--- src/nes_io_pkg.sv ---
package nes_io_pkg;

  // number of players behind the two ports
  localparam int PAD_COUNT = 4;

  // third byte on each port while the four-player adapter is on
  localparam logic [7:0] MULTITAP_SIG_PORT1 = 8'h08;
  localparam logic [7:0] MULTITAP_SIG_PORT2 = 8'h04;

  // 64 entries of three bytes each
  localparam int PAL_BYTES = 192;
  localparam int DL_ADDR_W = 28;

  // raw inputs of one player
  typedef struct packed {
    logic a;
    logic b;
    logic a_turbo;
    logic b_turbo;
    logic start;
    logic select;
    logic up;
    logic down;
    logic left;
    logic right;
  } pad_buttons_t;

  // entry 0 is player 1
  typedef pad_buttons_t [PAD_COUNT-1:0] pad_array_t;

  // console pad report, a goes out first
  typedef struct packed {
    logic right;
    logic left;
    logic down;
    logic up;
    logic start;
    logic select;
    logic b;
    logic a;
  } nes_report_t;

  // byte 0 sits in the low bits and is shifted out first
  typedef nes_report_t [2:0] port_frame_t;

  // frames per turbo half-period, minus one
  typedef logic [2:0] turbo_speed_t;

  typedef struct packed {
    logic [5:0] index;
    logic [7:0] red;
    logic [7:0] green;
    logic [7:0] blue;
  } pal_entry_t;

endpackage

--- src/button_turbo.sv ---
`timescale 1ns/1ns

module button_turbo import nes_io_pkg::*; (
  input  logic         clk_ppu_21_47,
  input  logic         reset_nes,
  input  turbo_speed_t turbo_speed,
  input  logic         vsync,
  input  logic         a_turbo_held,
  input  logic         b_turbo_held,
  output logic         a_turbo,
  output logic         b_turbo
);

  logic         vsync_q;
  logic         frame_start;
  turbo_speed_t frame_count;
  logic         phase;

  // one pulse per frame
  assign frame_start = vsync & ~vsync_q;

  always_ff @(posedge clk_ppu_21_47) begin
    if (reset_nes) begin
      vsync_q     <= 1'b0;
      frame_count <= '0;
      phase       <= 1'b0;
    end else begin
      vsync_q <= vsync;
      if (frame_start) begin
        // half-period done, flip the phase
        if (frame_count == turbo_speed) begin
          frame_count <= '0;
          phase       <= ~phase;
        end else begin
          frame_count <= frame_count + 3'd1;
        end
      end
    end
  end

  // held turbo buttons follow the phase
  assign a_turbo = a_turbo_held & phase;
  assign b_turbo = b_turbo_held & phase;

endmodule

--- src/joypad_port.sv ---
`timescale 1ns/1ns

module joypad_port import nes_io_pkg::*; (
  input  logic        clk_ppu_21_47,
  input  logic        reset_nes,
  input  logic        joypad_strobe,
  input  logic        shift_clock,
  input  port_frame_t frame,
  output logic        data
);

  logic [23:0] shift_reg;
  logic        shift_clock_q;
  logic        clock_fall;

  // previous sample high and the input low now
  assign clock_fall = shift_clock_q & ~shift_clock;

  always_ff @(posedge clk_ppu_21_47) begin
    if (reset_nes) begin
      shift_reg     <= '0;
      shift_clock_q <= 1'b0;
    end else begin
      shift_clock_q <= shift_clock;
      // shift wins over a load in the same cycle
      if (clock_fall) begin
        shift_reg <= {1'b0, shift_reg[23:1]};
      end else if (joypad_strobe) begin
        shift_reg <= frame;
      end
    end
  end

  // zeros fill in from the top, so the line reads 0 once all bits are out
  assign data = shift_reg[0];

endmodule

--- src/controller_hub.sv ---
`timescale 1ns/1ns

module controller_hub import nes_io_pkg::*; (
  input  logic         clk_ppu_21_47,
  input  logic         reset_nes,
  input  pad_array_t   pads,
  input  turbo_speed_t turbo_speed,
  input  logic         vsync,
  input  logic         swap_controllers,
  input  logic         multitap_enabled,
  input  logic         joypad_strobe,
  input  logic [1:0]   joypad_clock,
  output logic         joypad1_data,
  output logic         joypad2_data
);

  logic        [PAD_COUNT-1:0] a_turbo;
  logic        [PAD_COUNT-1:0] b_turbo;
  nes_report_t [PAD_COUNT-1:0] reports;
  port_frame_t                 frame1;
  port_frame_t                 frame2;

  for (genvar i = 0; i < PAD_COUNT; i++) begin : g_player
    button_turbo u_turbo (
      .clk_ppu_21_47(clk_ppu_21_47),
      .reset_nes    (reset_nes),
      .turbo_speed  (turbo_speed),
      .vsync        (vsync),
      .a_turbo_held (pads[i].a_turbo),
      .b_turbo_held (pads[i].b_turbo),
      .a_turbo      (a_turbo[i]),
      .b_turbo      (b_turbo[i])
    );

    // turbo only adds presses on top of the plain buttons
    assign reports[i] = '{
      right:  pads[i].right,
      left:   pads[i].left,
      down:   pads[i].down,
      up:     pads[i].up,
      start:  pads[i].start,
      select: pads[i].select,
      b:      pads[i].b | b_turbo[i],
      a:      pads[i].a | a_turbo[i]
    };
  end

  always_comb begin
    frame1[0] = swap_controllers ? reports[1] : reports[0];
    frame2[0] = swap_controllers ? reports[0] : reports[1];
    if (multitap_enabled) begin
      // players 3 and 4 stay on their ports even when swapped
      frame1[1] = reports[2];
      frame1[2] = nes_report_t'(MULTITAP_SIG_PORT1);
      frame2[1] = reports[3];
      frame2[2] = nes_report_t'(MULTITAP_SIG_PORT2);
    end else begin
      // a lone pad reads all ones past its own byte
      frame1[2:1] = '1;
      frame2[2:1] = '1;
    end
  end

  joypad_port u_port1 (
    .clk_ppu_21_47(clk_ppu_21_47),
    .reset_nes    (reset_nes),
    .joypad_strobe(joypad_strobe),
    .shift_clock  (joypad_clock[0]),
    .frame        (frame1),
    .data         (joypad1_data)
  );

  joypad_port u_port2 (
    .clk_ppu_21_47(clk_ppu_21_47),
    .reset_nes    (reset_nes),
    .joypad_strobe(joypad_strobe),
    .shift_clock  (joypad_clock[1]),
    .frame        (frame2),
    .data         (joypad2_data)
  );

endmodule

--- src/palette_loader.sv ---
`timescale 1ns/1ns

module palette_loader import nes_io_pkg::*; (
  input  logic                 clk_ppu_21_47,
  input  logic                 reset_nes,
  input  logic                 palette_download,
  input  logic                 ioctl_wr,
  input  logic [DL_ADDR_W-1:0] ioctl_addr,
  input  logic [7:0]           ioctl_dout,
  output logic                 pal_write,
  output pal_entry_t           pal_entry
);

  logic [1:0] pal_count;
  logic [5:0] pal_index;
  logic [7:0] red_q;
  logic [7:0] green_q;
  logic [7:0] blue_q;
  logic       byte_valid;

  // bytes past the palette area are dropped
  assign byte_valid = palette_download & ioctl_wr &
                      (ioctl_addr < DL_ADDR_W'(PAL_BYTES));

  always_ff @(posedge clk_ppu_21_47) begin
    if (reset_nes || !palette_download) begin
      pal_count <= 2'd0;
      pal_index <= '0;
    end else if (byte_valid) begin
      pal_count <= (pal_count == 2'd2) ? 2'd0 : pal_count + 2'd1;
      // first byte of every entry but the very first moves the index on
      if (pal_count == 2'd0 && ioctl_addr != '0) begin
        pal_index <= pal_index + 6'd1;
      end
    end
  end

  always_ff @(posedge clk_ppu_21_47) begin
    if (byte_valid) begin
      case (pal_count)
        2'd0: red_q <= ioctl_dout;
        2'd1: green_q <= ioctl_dout;
        2'd2: blue_q <= ioctl_dout;
        default: ;
      endcase
    end
  end

  // high between entries, so it rises once the blue byte is in
  assign pal_write = palette_download & (pal_count == 2'd0);

  assign pal_entry = '{
    index: pal_index,
    red:   red_q,
    green: green_q,
    blue:  blue_q
  };

endmodule

--- src/nes_io_top.sv ---
`timescale 1ns/1ns

module nes_io_top import nes_io_pkg::*; (
  input  logic                 clk_ppu_21_47,
  input  logic                 reset_nes,

  // pads and their options
  input  pad_array_t           pads,
  input  turbo_speed_t         turbo_speed,
  input  logic                 vsync,
  input  logic                 swap_controllers,
  input  logic                 multitap_enabled,

  // console side of the two ports
  input  logic                 joypad_strobe,
  input  logic [1:0]           joypad_clock,
  output logic                 joypad1_data,
  output logic                 joypad2_data,

  // palette download
  input  logic                 palette_download,
  input  logic                 ioctl_wr,
  input  logic [DL_ADDR_W-1:0] ioctl_addr,
  input  logic [7:0]           ioctl_dout,
  output logic                 pal_write,
  output pal_entry_t           pal_entry
);

  controller_hub u_controller_hub (
    .clk_ppu_21_47   (clk_ppu_21_47),
    .reset_nes       (reset_nes),
    .pads            (pads),
    .turbo_speed     (turbo_speed),
    .vsync           (vsync),
    .swap_controllers(swap_controllers),
    .multitap_enabled(multitap_enabled),
    .joypad_strobe   (joypad_strobe),
    .joypad_clock    (joypad_clock),
    .joypad1_data    (joypad1_data),
    .joypad2_data    (joypad2_data)
  );

  palette_loader u_palette_loader (
    .clk_ppu_21_47   (clk_ppu_21_47),
    .reset_nes       (reset_nes),
    .palette_download(palette_download),
    .ioctl_wr        (ioctl_wr),
    .ioctl_addr      (ioctl_addr),
    .ioctl_dout      (ioctl_dout),
    .pal_write       (pal_write),
    .pal_entry       (pal_entry)
  );

endmodule

--- config.mk ---
export PLATFORM = sky130hd
export DESIGN_NAME = nes_io_top
export DESIGN_NICKNAME = d
export VERILOG_FILES = /design/src/nes_io_pkg.sv /design/src/button_turbo.sv /design/src/joypad_port.sv /design/src/controller_hub.sv /design/src/palette_loader.sv /design/src/nes_io_top.sv
export SDC_FILE = /design/constraint.sdc
export NUM_CORES = 1
export LEC_CHECK = 0
export BUFFER_PORTS_ARGS = -buffer_cell sky130_fd_sc_hd__buf_2
export CAP_MARGIN = 20
export CORE_MARGIN = 2
export CORE_UTILIZATION = 58
export DETAILED_ROUTE_END_ITERATION = 12
export PLACE_DENSITY = 0.85
export SLEW_MARGIN = 20
export SYNTH_ARGS = -nofsm -noshare
export SYNTH_HDL_FRONTEND = slang
export SYNTH_HIERARCHICAL = 1
export SYNTH_SLANG_ARGS = --single-unit
--- constraint.sdc ---
create_clock -name clk_ppu_21_47 -period 6.8 [get_ports clk_ppu_21_47]
set_input_delay 1.36 -clock clk_ppu_21_47 [delete_from_list [all_inputs] [get_ports clk_ppu_21_47]]
set_output_delay 1.36 -clock clk_ppu_21_47 [all_outputs]
set_load 0.01 [all_outputs]
==> flow_metrics.env, run 1 <==
export IMPL_status="complete, no violations"
export IMPL_synth_area_per_cell_um2=10.9
export IMPL_worst_path_stages=3
export IMPL_path_cells="buf_2, and2_1, buf_2"
export IMPL_rrSetupSlack_ns=5.28
export IMPL_critPathSlowestCell="buf_2"
export IMPL_cp_max_fo=4
export IMPL_min_path_cells=2
export IMPL_synth_cells=483
export IMPL_nFillCells=687
export IMPL_track_usage_pct=22.0
export IMPL_ys_types=51
export IMPL_cts_buffers_inserted=9
export IMPL_pwr_share_clk_pct=31.1
export IMPL_peakVddDrop_mv=0.126
export IMPL_reg2reg_from="u_controller_hub/u_port2/shift_clock_q"
export IMPL_port_buffers=121
export IMPL_htreeDepth=3
export IMPL_final_common_cell="buf_2"
export IMPL_core_um2=8760
export IMPL_synthArstFlopShare_pct=0
export IMPL_die_y_um=99.3
export IMPL_insertion_delay_ns=0.37
export IMPL_grt_pass1_vias=3910
export IMPL_critPathMaxStageDelay_ns=0.13
export IMPL_synth_edff_count=24
export IMPL_place_ws_ns=3.24
export IMPL_critPathKind="in -> out"
export IMPL_tightest_slew_ns=0.781
export IMPL_grt_first_pass_wirelength_um=17900
export IMPL_vias=4091
export IMPL_swShare_pct=28.0
export IMPL_netlist_area_um2=5260
export IMPL_powerDensity_nw_per_um2=204
export IMPL_p_int_mw=0.879
export IMPL_rsz0062_at_grt="false"
export IMPL_drv_slew=0
export IMPL_routed_wl_um=10600
export IMPL_worst_path_most_repeated_cell="buf_2"
export IMPL_post_drt_wl_per_cell_um=15.1
export IMPL_gp_congestion=0.835
export IMPL_cp_required_ns=5.44
export IMPL_setup_viol=0
export IMPL_remaining_drc_errors=0
export IMPL_hold_buffers=0
export IMPL_rows=34
export IMPL_reg2reg_to="u_controller_hub/u_port2/shift_reg[18]"
export IMPL_diodes=0
export IMPL_seq_power_share_pct=55.2
export IMPL_layout_cells_non_filler=700
export IMPL_grt_overflow=0
export IMPL_area_growth_synth_to_final_pct=13.7
export IMPL_viasPerCell=5.84
export IMPL_worstPathArrival_ns=1.73
export IMPL_path_buf_inv=2
export IMPL_layout_common_cells="121 x buf_2, 78 x dfxtp_1, 51 x mux2i_1"
export IMPL_ys_flop_type="dfxtp_1"
export IMPL_ff2ff_path_depth=2
export IMPL_cts_tree="done"
export IMPL_drive_above_1_share_pct=30.9
export IMPL_finalSetupTns_ns=0
export IMPL_drt_iter0_markers=151
export IMPL_nNetsFinal=681
export IMPL_die_x_um=99.3
export IMPL_start_util_pct=60.1
export IMPL_hold_viol=0
export IMPL_post_route_period_util_pct=45.4
export IMPL_placedCellCount=684
export IMPL_setup_ws_ns=3.71
export IMPL_yosysSeqAreaShare_pct=43.4
export IMPL_hold_class="reg -> reg"
export IMPL_dieArea_um2=9850
export IMPL_drtPass1Iterations=4
export IMPL_antenna_left=0
export IMPL_synth_seq_cells=102
export IMPL_dp_hpwl_um=7390
export IMPL_cts_buffer_depth=2
export IMPL_fmax_mhz=324
export IMPL_endpoint_kind="output port"
export IMPL_combPwrFrac_pct=13.7
export IMPL_drv_cap=0
export IMPL_post_cts_setup_buffers=0
export IMPL_yosysWarnings=6
export IMPL_pin_count=122
export IMPL_clkSlewWorstSetupHoldPaths_ns=0.10
export IMPL_startpoint_type="input pin"
export IMPL_grt_max_degree=77
export IMPL_root_buffer="clkbuf_8"
export IMPL_post_cts_resized=0
export IMPL_min_period_ns=3.09
export IMPL_p_switching_mw=0.342
export IMPL_finClkSkew_ns=0.0133
export IMPL_antenna_found_initial=0
export IMPL_cts_sinks=102
export IMPL_slew_headroom_pct=47.9
export IMPL_crit_family="buffers and inverters"
export IMPL_leakagePower_nw=2.43
[synth_stat cells (9+ instances only)]
master	number	area [um2]
a211oi_1	46	345
a21oi_1	13	65.1
and2_1	12	75.1
buf_2	9	45.0
dfxtp_1	78	1560
edfxtp_1	24	721
inv_1	10	37.5
mux2_2	18	203
mux2i_1	51	510
nand2_1	19	71.3
nand2b_1	15	93.8
nor2_1	16	60.1
nor2b_1	14	87.6
nor3b_1	47	353
[kinds of logic (layout without fill, tap and decap cells)]
family          count (synthesis)  in the layout  synth area share, %
simple gates                  165            165                 21.5
flops                         102            102                 43.4
compound gates                 86             86                 12.2
mux                            70             70                 13.8
buf+inv                        42            150                 5.37
xor+xnor                       12             12                 2.57
fa+ha+maj                       5              5                 1.19
other cells                     1              2               0.0712
[per-layer routing]
metal	track usage, %	part of all wire [%]
met2	38.4	51
met4	6.43	1.3
met1	27.7	43
met3	4.50	5.1
met5	0	0
[stage by stage]
| step | area (um2) | util (%) | hold WS, ns | power (mW) |
|---|---|---|---|---|
| detailed placement | 5780 | 66.0 | 0.498 | 0.854 |
| floorplan | 5270 | - | 0.471 | 0.803 |
| global placement | 5780 | 66.0 | 0.481 | 0.845 |
| global route | 5990 | 68.3 | 0.542 | 1.27 |
| finish | 5990 | 68.3 | 0.522 | 1.22 |
| CTS | 5980 | 68.2 | 0.516 | 1.23 |
[power by group through the flow]
| stage | clock [mW] | combinational (mW) | sequential, mW |
|---|---|---|---|
| after floorplan | 0 | 0.123 | 0.680 |
| after global placement | 0 | 0.160 | 0.685 |
| after detailed placement | 0 | 0.167 | 0.687 |
| after CTS | 0.386 | 0.169 | 0.673 |
| after global routing | 0.410 | 0.187 | 0.678 |
| final | 0.380 | 0.167 | 0.673 |
[cell type report]
type	count	area [um2]	area share, %
tap	108	135	2.26
clock inverter	7	75.1	1.25
clock buffer	9	124	2.07
multi-input combinational	340	2710	45.2
sequential	102	2280	38.1
timing repair buffer	123	621	10.4
inverter	11	41.3	0.690
[worst max-delay path by stage]
stage / start / end / slack [ns]
after global routing: palette_download / pal_write / 3.70
after detailed placement: ioctl_addr[14] / u_palette_loader/blue_q[4] / 3.24
after floorplan: ioctl_addr[11] / u_palette_loader/blue_q[0] / 3.66
after CTS: ioctl_addr[14] / u_palette_loader/blue_q[4] / 3.64
final: palette_download / pal_write / 3.71
after global placement: ioctl_addr[11] / u_palette_loader/blue_q[0] / 3.37
[worst min-delay path, cell delays in order, from the launching register on]
cell and delay (ns):
dfxtp_1 0.36, nand2_1 0.07, a21oi_1 0.05
(Power assumes the default switching activity.)
==> run 2, diff against run 1 <==
- CORE_UTILIZATION: 58 -> 49
- PLACE_DENSITY: 0.85 -> 0.77
- clock period: 6.8 -> 2.55 ns (I/O delays scaled with it)
==> run 2 against run 1 <==
Effect of this change: via count is 0.83% lower; worst hold slack worse by 0.19 ns; clock power grew to 2.6 times the previous value; clock-buffer cell count is the same; core utilization down 10 points; sequential power grew to 2.7 times the previous value; combinational power rose to 2.7 times the previous value.
==> flow_metrics.env, run 2 (same netlist as run 1, synthesis figures left out) <==
export IMPL_antenna_found_initial=0
export IMPL_path_cells="nor2_1, and2_1, buf_2"
export IMPL_critPathMaxStageDelay_ns=0.36
export IMPL_cts_tree="done"
export IMPL_crit_family="simple AND/OR/NAND/NOR gates"
export IMPL_hp_start="ioctl_dout[3]"
export IMPL_cts_sinks=102
export IMPL_dp_hpwl_um=7560
export IMPL_ff2ff_path_depth=2
export IMPL_slew_headroom_pct=52.9
export IMPL_path_buf_inv=1
export IMPL_cp_max_fo=5
export IMPL_worstPathArrival_ns=1.27
export IMPL_drtPass1Iterations=5
export IMPL_viasPerCell=5.56
export IMPL_leakagePower_nw=2.45
export IMPL_critPathKind="reg -> out"
export IMPL_track_usage_pct=18.5
export IMPL_htreeDepth=3
export IMPL_drive_above_1_share_pct=31.0
export IMPL_nFillCells=894
export IMPL_hold_viol=0
export IMPL_final_common_cell="buf_2"
export IMPL_drt_iter0_markers=185
export IMPL_worst_path_stages=3
export IMPL_finalSetupTns_ns=0
export IMPL_startpoint_type="flip-flop"
export IMPL_port_buffers=121
export IMPL_cp_required_ns=2.04
export IMPL_min_path_cells=1
export IMPL_remaining_drc_errors=0
export IMPL_utilization_pct=58.3
export IMPL_start_util_pct=50.8
export IMPL_rsz0062_at_grt="false"
export IMPL_cts_buffer_depth=2
export IMPL_grt_first_pass_wirelength_um=17500
export IMPL_powerDensity_nw_per_um2=535
export IMPL_clkSlewWorstSetupHoldPaths_ns=0.12
export IMPL_min_period_ns=1.78
export IMPL_die_y_um=108
export IMPL_gp_congestion=0.872
export IMPL_fmax_mhz=562
export IMPL_drv_slew=0
export IMPL_antenna_left=0
export IMPL_drv_cap=0
export IMPL_vias=4057
export IMPL_nNetsFinal=683
export IMPL_die_x_um=108
export IMPL_reg2reg_from="u_controller_hub/u_port1/shift_clock_q"
export IMPL_hold_buffers=0
export IMPL_pin_count=122
export IMPL_post_cts_resized=0
export IMPL_cts_buffers_inserted=9
export IMPL_rows=37
export IMPL_post_route_period_util_pct=69.8
export IMPL_grt_pass1_vias=3889
export IMPL_peakVddDrop_mv=0.305
export IMPL_tightest_slew_ns=0.705
export IMPL_post_cts_setup_buffers=0
export IMPL_critPathSlowestCell="dfxtp_1"
export IMPL_post_drt_wl_per_cell_um=14.7
export IMPL_diodes=0
export IMPL_status="complete, no violations"
export IMPL_area_growth_synth_to_final_pct=14.8
export IMPL_dieArea_um2=11600
export IMPL_grt_max_degree=75
export IMPL_layout_common_cells="121 x buf_2, 78 x dfxtp_1, 51 x mux2i_1"
export IMPL_routed_wl_um=10800
export IMPL_setup_viol=0
export IMPL_startpoint="u_palette_loader/pal_count[1]"
export IMPL_grt_overflow=0
export IMPL_endpoint_kind="output port"
export IMPL_core_um2=10400
export IMPL_root_buffer="clkbuf_8"
export IMPL_finClkSkew_ns=0.0174
export IMPL_insertion_delay_ns=0.37
export IMPL_hold_class="in -> reg"
-- run 2: area by class of cell --
| cell class | instances | area [um2] | share of cell area, % |
|---|---|---|---|
| multi-input combinational | 340 | 2700 | 44.7 |
| sequential | 102 | 2280 | 37.8 |
| timing repair buffer | 125 | 648 | 10.7 |
| tap | 136 | 170 | 2.82 |
| clock buffer | 9 | 124 | 2.05 |
| clock inverter | 7 | 76.3 | 1.26 |
| inverter | 11 | 41.3 | 0.683 |
-- run 2: report_power, final --
| part | internal (mW) | switching, mW | total [mW] |
|---|---|---|---|
| Combinational | 0.221 | 0.225 | 0.447 |
| Clock | 0.386 | 0.606 | 0.991 |
| Sequential | 1.73 | 0.0600 | 1.79 |
-- run 2: worst paths after layout --
check	end	slack [ns]
max	pal_write	0.77
min	u_palette_loader/red_q[3]	0.34
max reg2reg	u_controller_hub/u_port1/shift_reg[11]	1.06
min reg2reg	u_palette_loader/pal_index[4]	0.52
-- run 2: worst register-to-register path, delay by kind of cell (launching register included) --
kind	cells	cell delay [ns]
flip-flops	1	0.79
AND/OR/NAND/NOR	1	0.31
AO/OA/AOI/OAI	1	0.30
-- run 2: per-stage QoR --
step           power (mW)  hold slack (ns)  setup slack, ns  cell area (um2)  cells
6_report             3.23            0.336            0.769             6040    730
5_1_grt              3.41            0.309            0.673             6040    730
4_1_cts              3.28            0.318            0.771             6040    730
3_5_place_dp         2.28            0.498            0.445             5840    714
3_3_place_gp         2.26            0.477            0.525             5840    714
2_1_floorplan        2.14            0.471            0.256             5270    484
-- run 2: metal layers --
metal | up-vias | GRT usage (%) | part of all wire, %
li1 | 2014 | - | -
met1 | 1933 | 21.9 | 41
met2 | 99 | 33.6 | 52
met3 | 11 | 4.84 | 5.3
met4 | 0 | 3.94 | 0.71
met5 | - | 0 | 0
==> run 3, diff against run 2 <==
- clock period: 2.55 -> 1.5 ns (I/O delays scaled with it)
==> run 3 against run 2 <==
Effect of this change: register-to-register slack got worse by 0.99 ns; global-route usage rose by 1.1 points; die area did not move.
==> flow_metrics.env, run 3 (same netlist as run 1, synthesis figures left out) <==
export IMPL_status="complete, no violations"
export IMPL_endpoint_kind="output port"
export IMPL_min_path_cells=1
export IMPL_startpoint_type="flip-flop"
export IMPL_routed_wl_um=11200
export IMPL_cp_required_ns=1.20
export IMPL_fmax_mhz=689
export IMPL_cts_buffer_depth=2
export IMPL_dp_hpwl_um=7990
export IMPL_rows=37
export IMPL_drtPass1Iterations=4
export IMPL_hold_buffers=0
export IMPL_final_common_cell="buf_2"
export IMPL_setup_viol=0
export IMPL_remaining_drc_errors=0
export IMPL_drive_above_1_share_pct=35.0
export IMPL_powerDensity_nw_per_um2=917
export IMPL_placedCellCount=737
export IMPL_diodes=0
export IMPL_peakVddDrop_mv=0.605
export IMPL_area_growth_synth_to_final_pct=21.2
export IMPL_crit_family="flip-flops"
export IMPL_drv_cap=0
export IMPL_antenna_found_initial=1
export IMPL_gp_congestion=0.813
export IMPL_critPathKind="reg -> out"
export IMPL_hold_class="in -> reg"
export IMPL_hold_worst_slack_ns=0.132
export IMPL_cts_tree="done"
export IMPL_cp_max_fo=5
export IMPL_leakagePower_nw=2.63
export IMPL_die_y_um=108
export IMPL_finalPower_mw=5.85
export IMPL_critPathSlowestCell="dfxtp_4"
export IMPL_worstPathArrival_ns=1.15
export IMPL_start_util_pct=50.8
export IMPL_grt_max_degree=75
export IMPL_die_x_um=108
export IMPL_cts_buffers_inserted=9
export IMPL_antenna_left=0
export IMPL_viasPerCell=5.45
export IMPL_worst_path_stages=3
export IMPL_rsz0062_at_grt="false"
export IMPL_insertion_delay_ns=0.37
export IMPL_htreeDepth=3
export IMPL_drv_slew=0
export IMPL_post_drt_wl_per_cell_um=14.9
export IMPL_port_buffers=121
export IMPL_path_buf_inv=1
export IMPL_root_buffer="clkbuf_8"
export IMPL_critPathMaxStageDelay_ns=0.38
export IMPL_ff2ff_path_depth=4
export IMPL_grt_first_pass_wirelength_um=18100
export IMPL_grt_pass1_vias=3987
export IMPL_min_period_ns=1.45
export IMPL_vias=4110
export IMPL_cts_sinks=102
export IMPL_nFillCells=853
export IMPL_layout_cells_non_filler=754
export IMPL_path_cells="nor2_4, and2_1, buf_2"
export IMPL_dieArea_um2=11600
export IMPL_post_route_period_util_pct=96.8
export IMPL_hold_viol=0
export IMPL_finClkSkew_ns=0.0111
export IMPL_finalSetupTns_ns=0
export IMPL_grt_overflow=0
export IMPL_clkSlewWorstSetupHoldPaths_ns=0.10
export IMPL_pin_count=122
export IMPL_nNetsFinal=707
export IMPL_core_um2=10400
export IMPL_layout_common_cells="121 x buf_2, 76 x dfxtp_1, 51 x mux2i_1"
export IMPL_track_usage_pct=19.6
export IMPL_drt_iter0_markers=154
[run 3: repair_timing]
action,4_1_cts,5_1_grt
setup endpoints to repair,1,3
gates resized for setup,3,4
setup buffers,0,1
pin swaps,1,0
[run 3: final timing paths]
| path | start | endpoint | slack (ns) |
|---|---|---|---|
| setup / recovery | u_palette_loader/pal_count[0] | pal_write | 0.05 |
| hold reg to reg | flip-flop | flip-flop | 0.52 |
| setup reg to reg | flip-flop | u_controller_hub/g_player[3].u_turbo/phase | 0.07 |
| hold / removal | ioctl_dout[1] | u_palette_loader/blue_q[1] | 0.13 |
[run 3: final cells by class]
| cell class | count | area (um2) | area share (%) |
|---|---|---|---|
| clock buffer | 9 | 124 | 1.94 |
| clock inverter | 7 | 104 | 1.63 |
| inverter | 11 | 41.3 | 0.647 |
| multi-input combinational | 340 | 2750 | 43.1 |
| sequential | 102 | 2290 | 35.9 |
| tap | 136 | 170 | 2.67 |
| timing repair buffer | 149 | 903 | 14.2 |
[run 3: power by group]
group | switching (mW) | internal, mW
combinational | 0.415 | 0.427
sequential | 0.0936 | 2.95
clock | 1.00 | 0.964
[run 3: metal layers]
metal | GRT usage, % | vias up | share of wire, %
met2 | 34.8 | 91 | 50
met4 | 6.41 | 0 | 1.2
met5 | 0 | - | 0
li1 | - | 2071 | -
met1 | 23.3 | 1938 | 44
met3 | 4.30 | 10 | 3.9
[run 3: through the flow]
stage	area, um2	worst slack, ns	util, %
floorplan	5290	-0.178	-
global placement	6110	-0.230	58.9
detailed placement	6110	-0.261	58.9
CTS	6350	0.0174	61.2
global route	6380	0.00265	61.5
finish	6380	0.0483	61.5
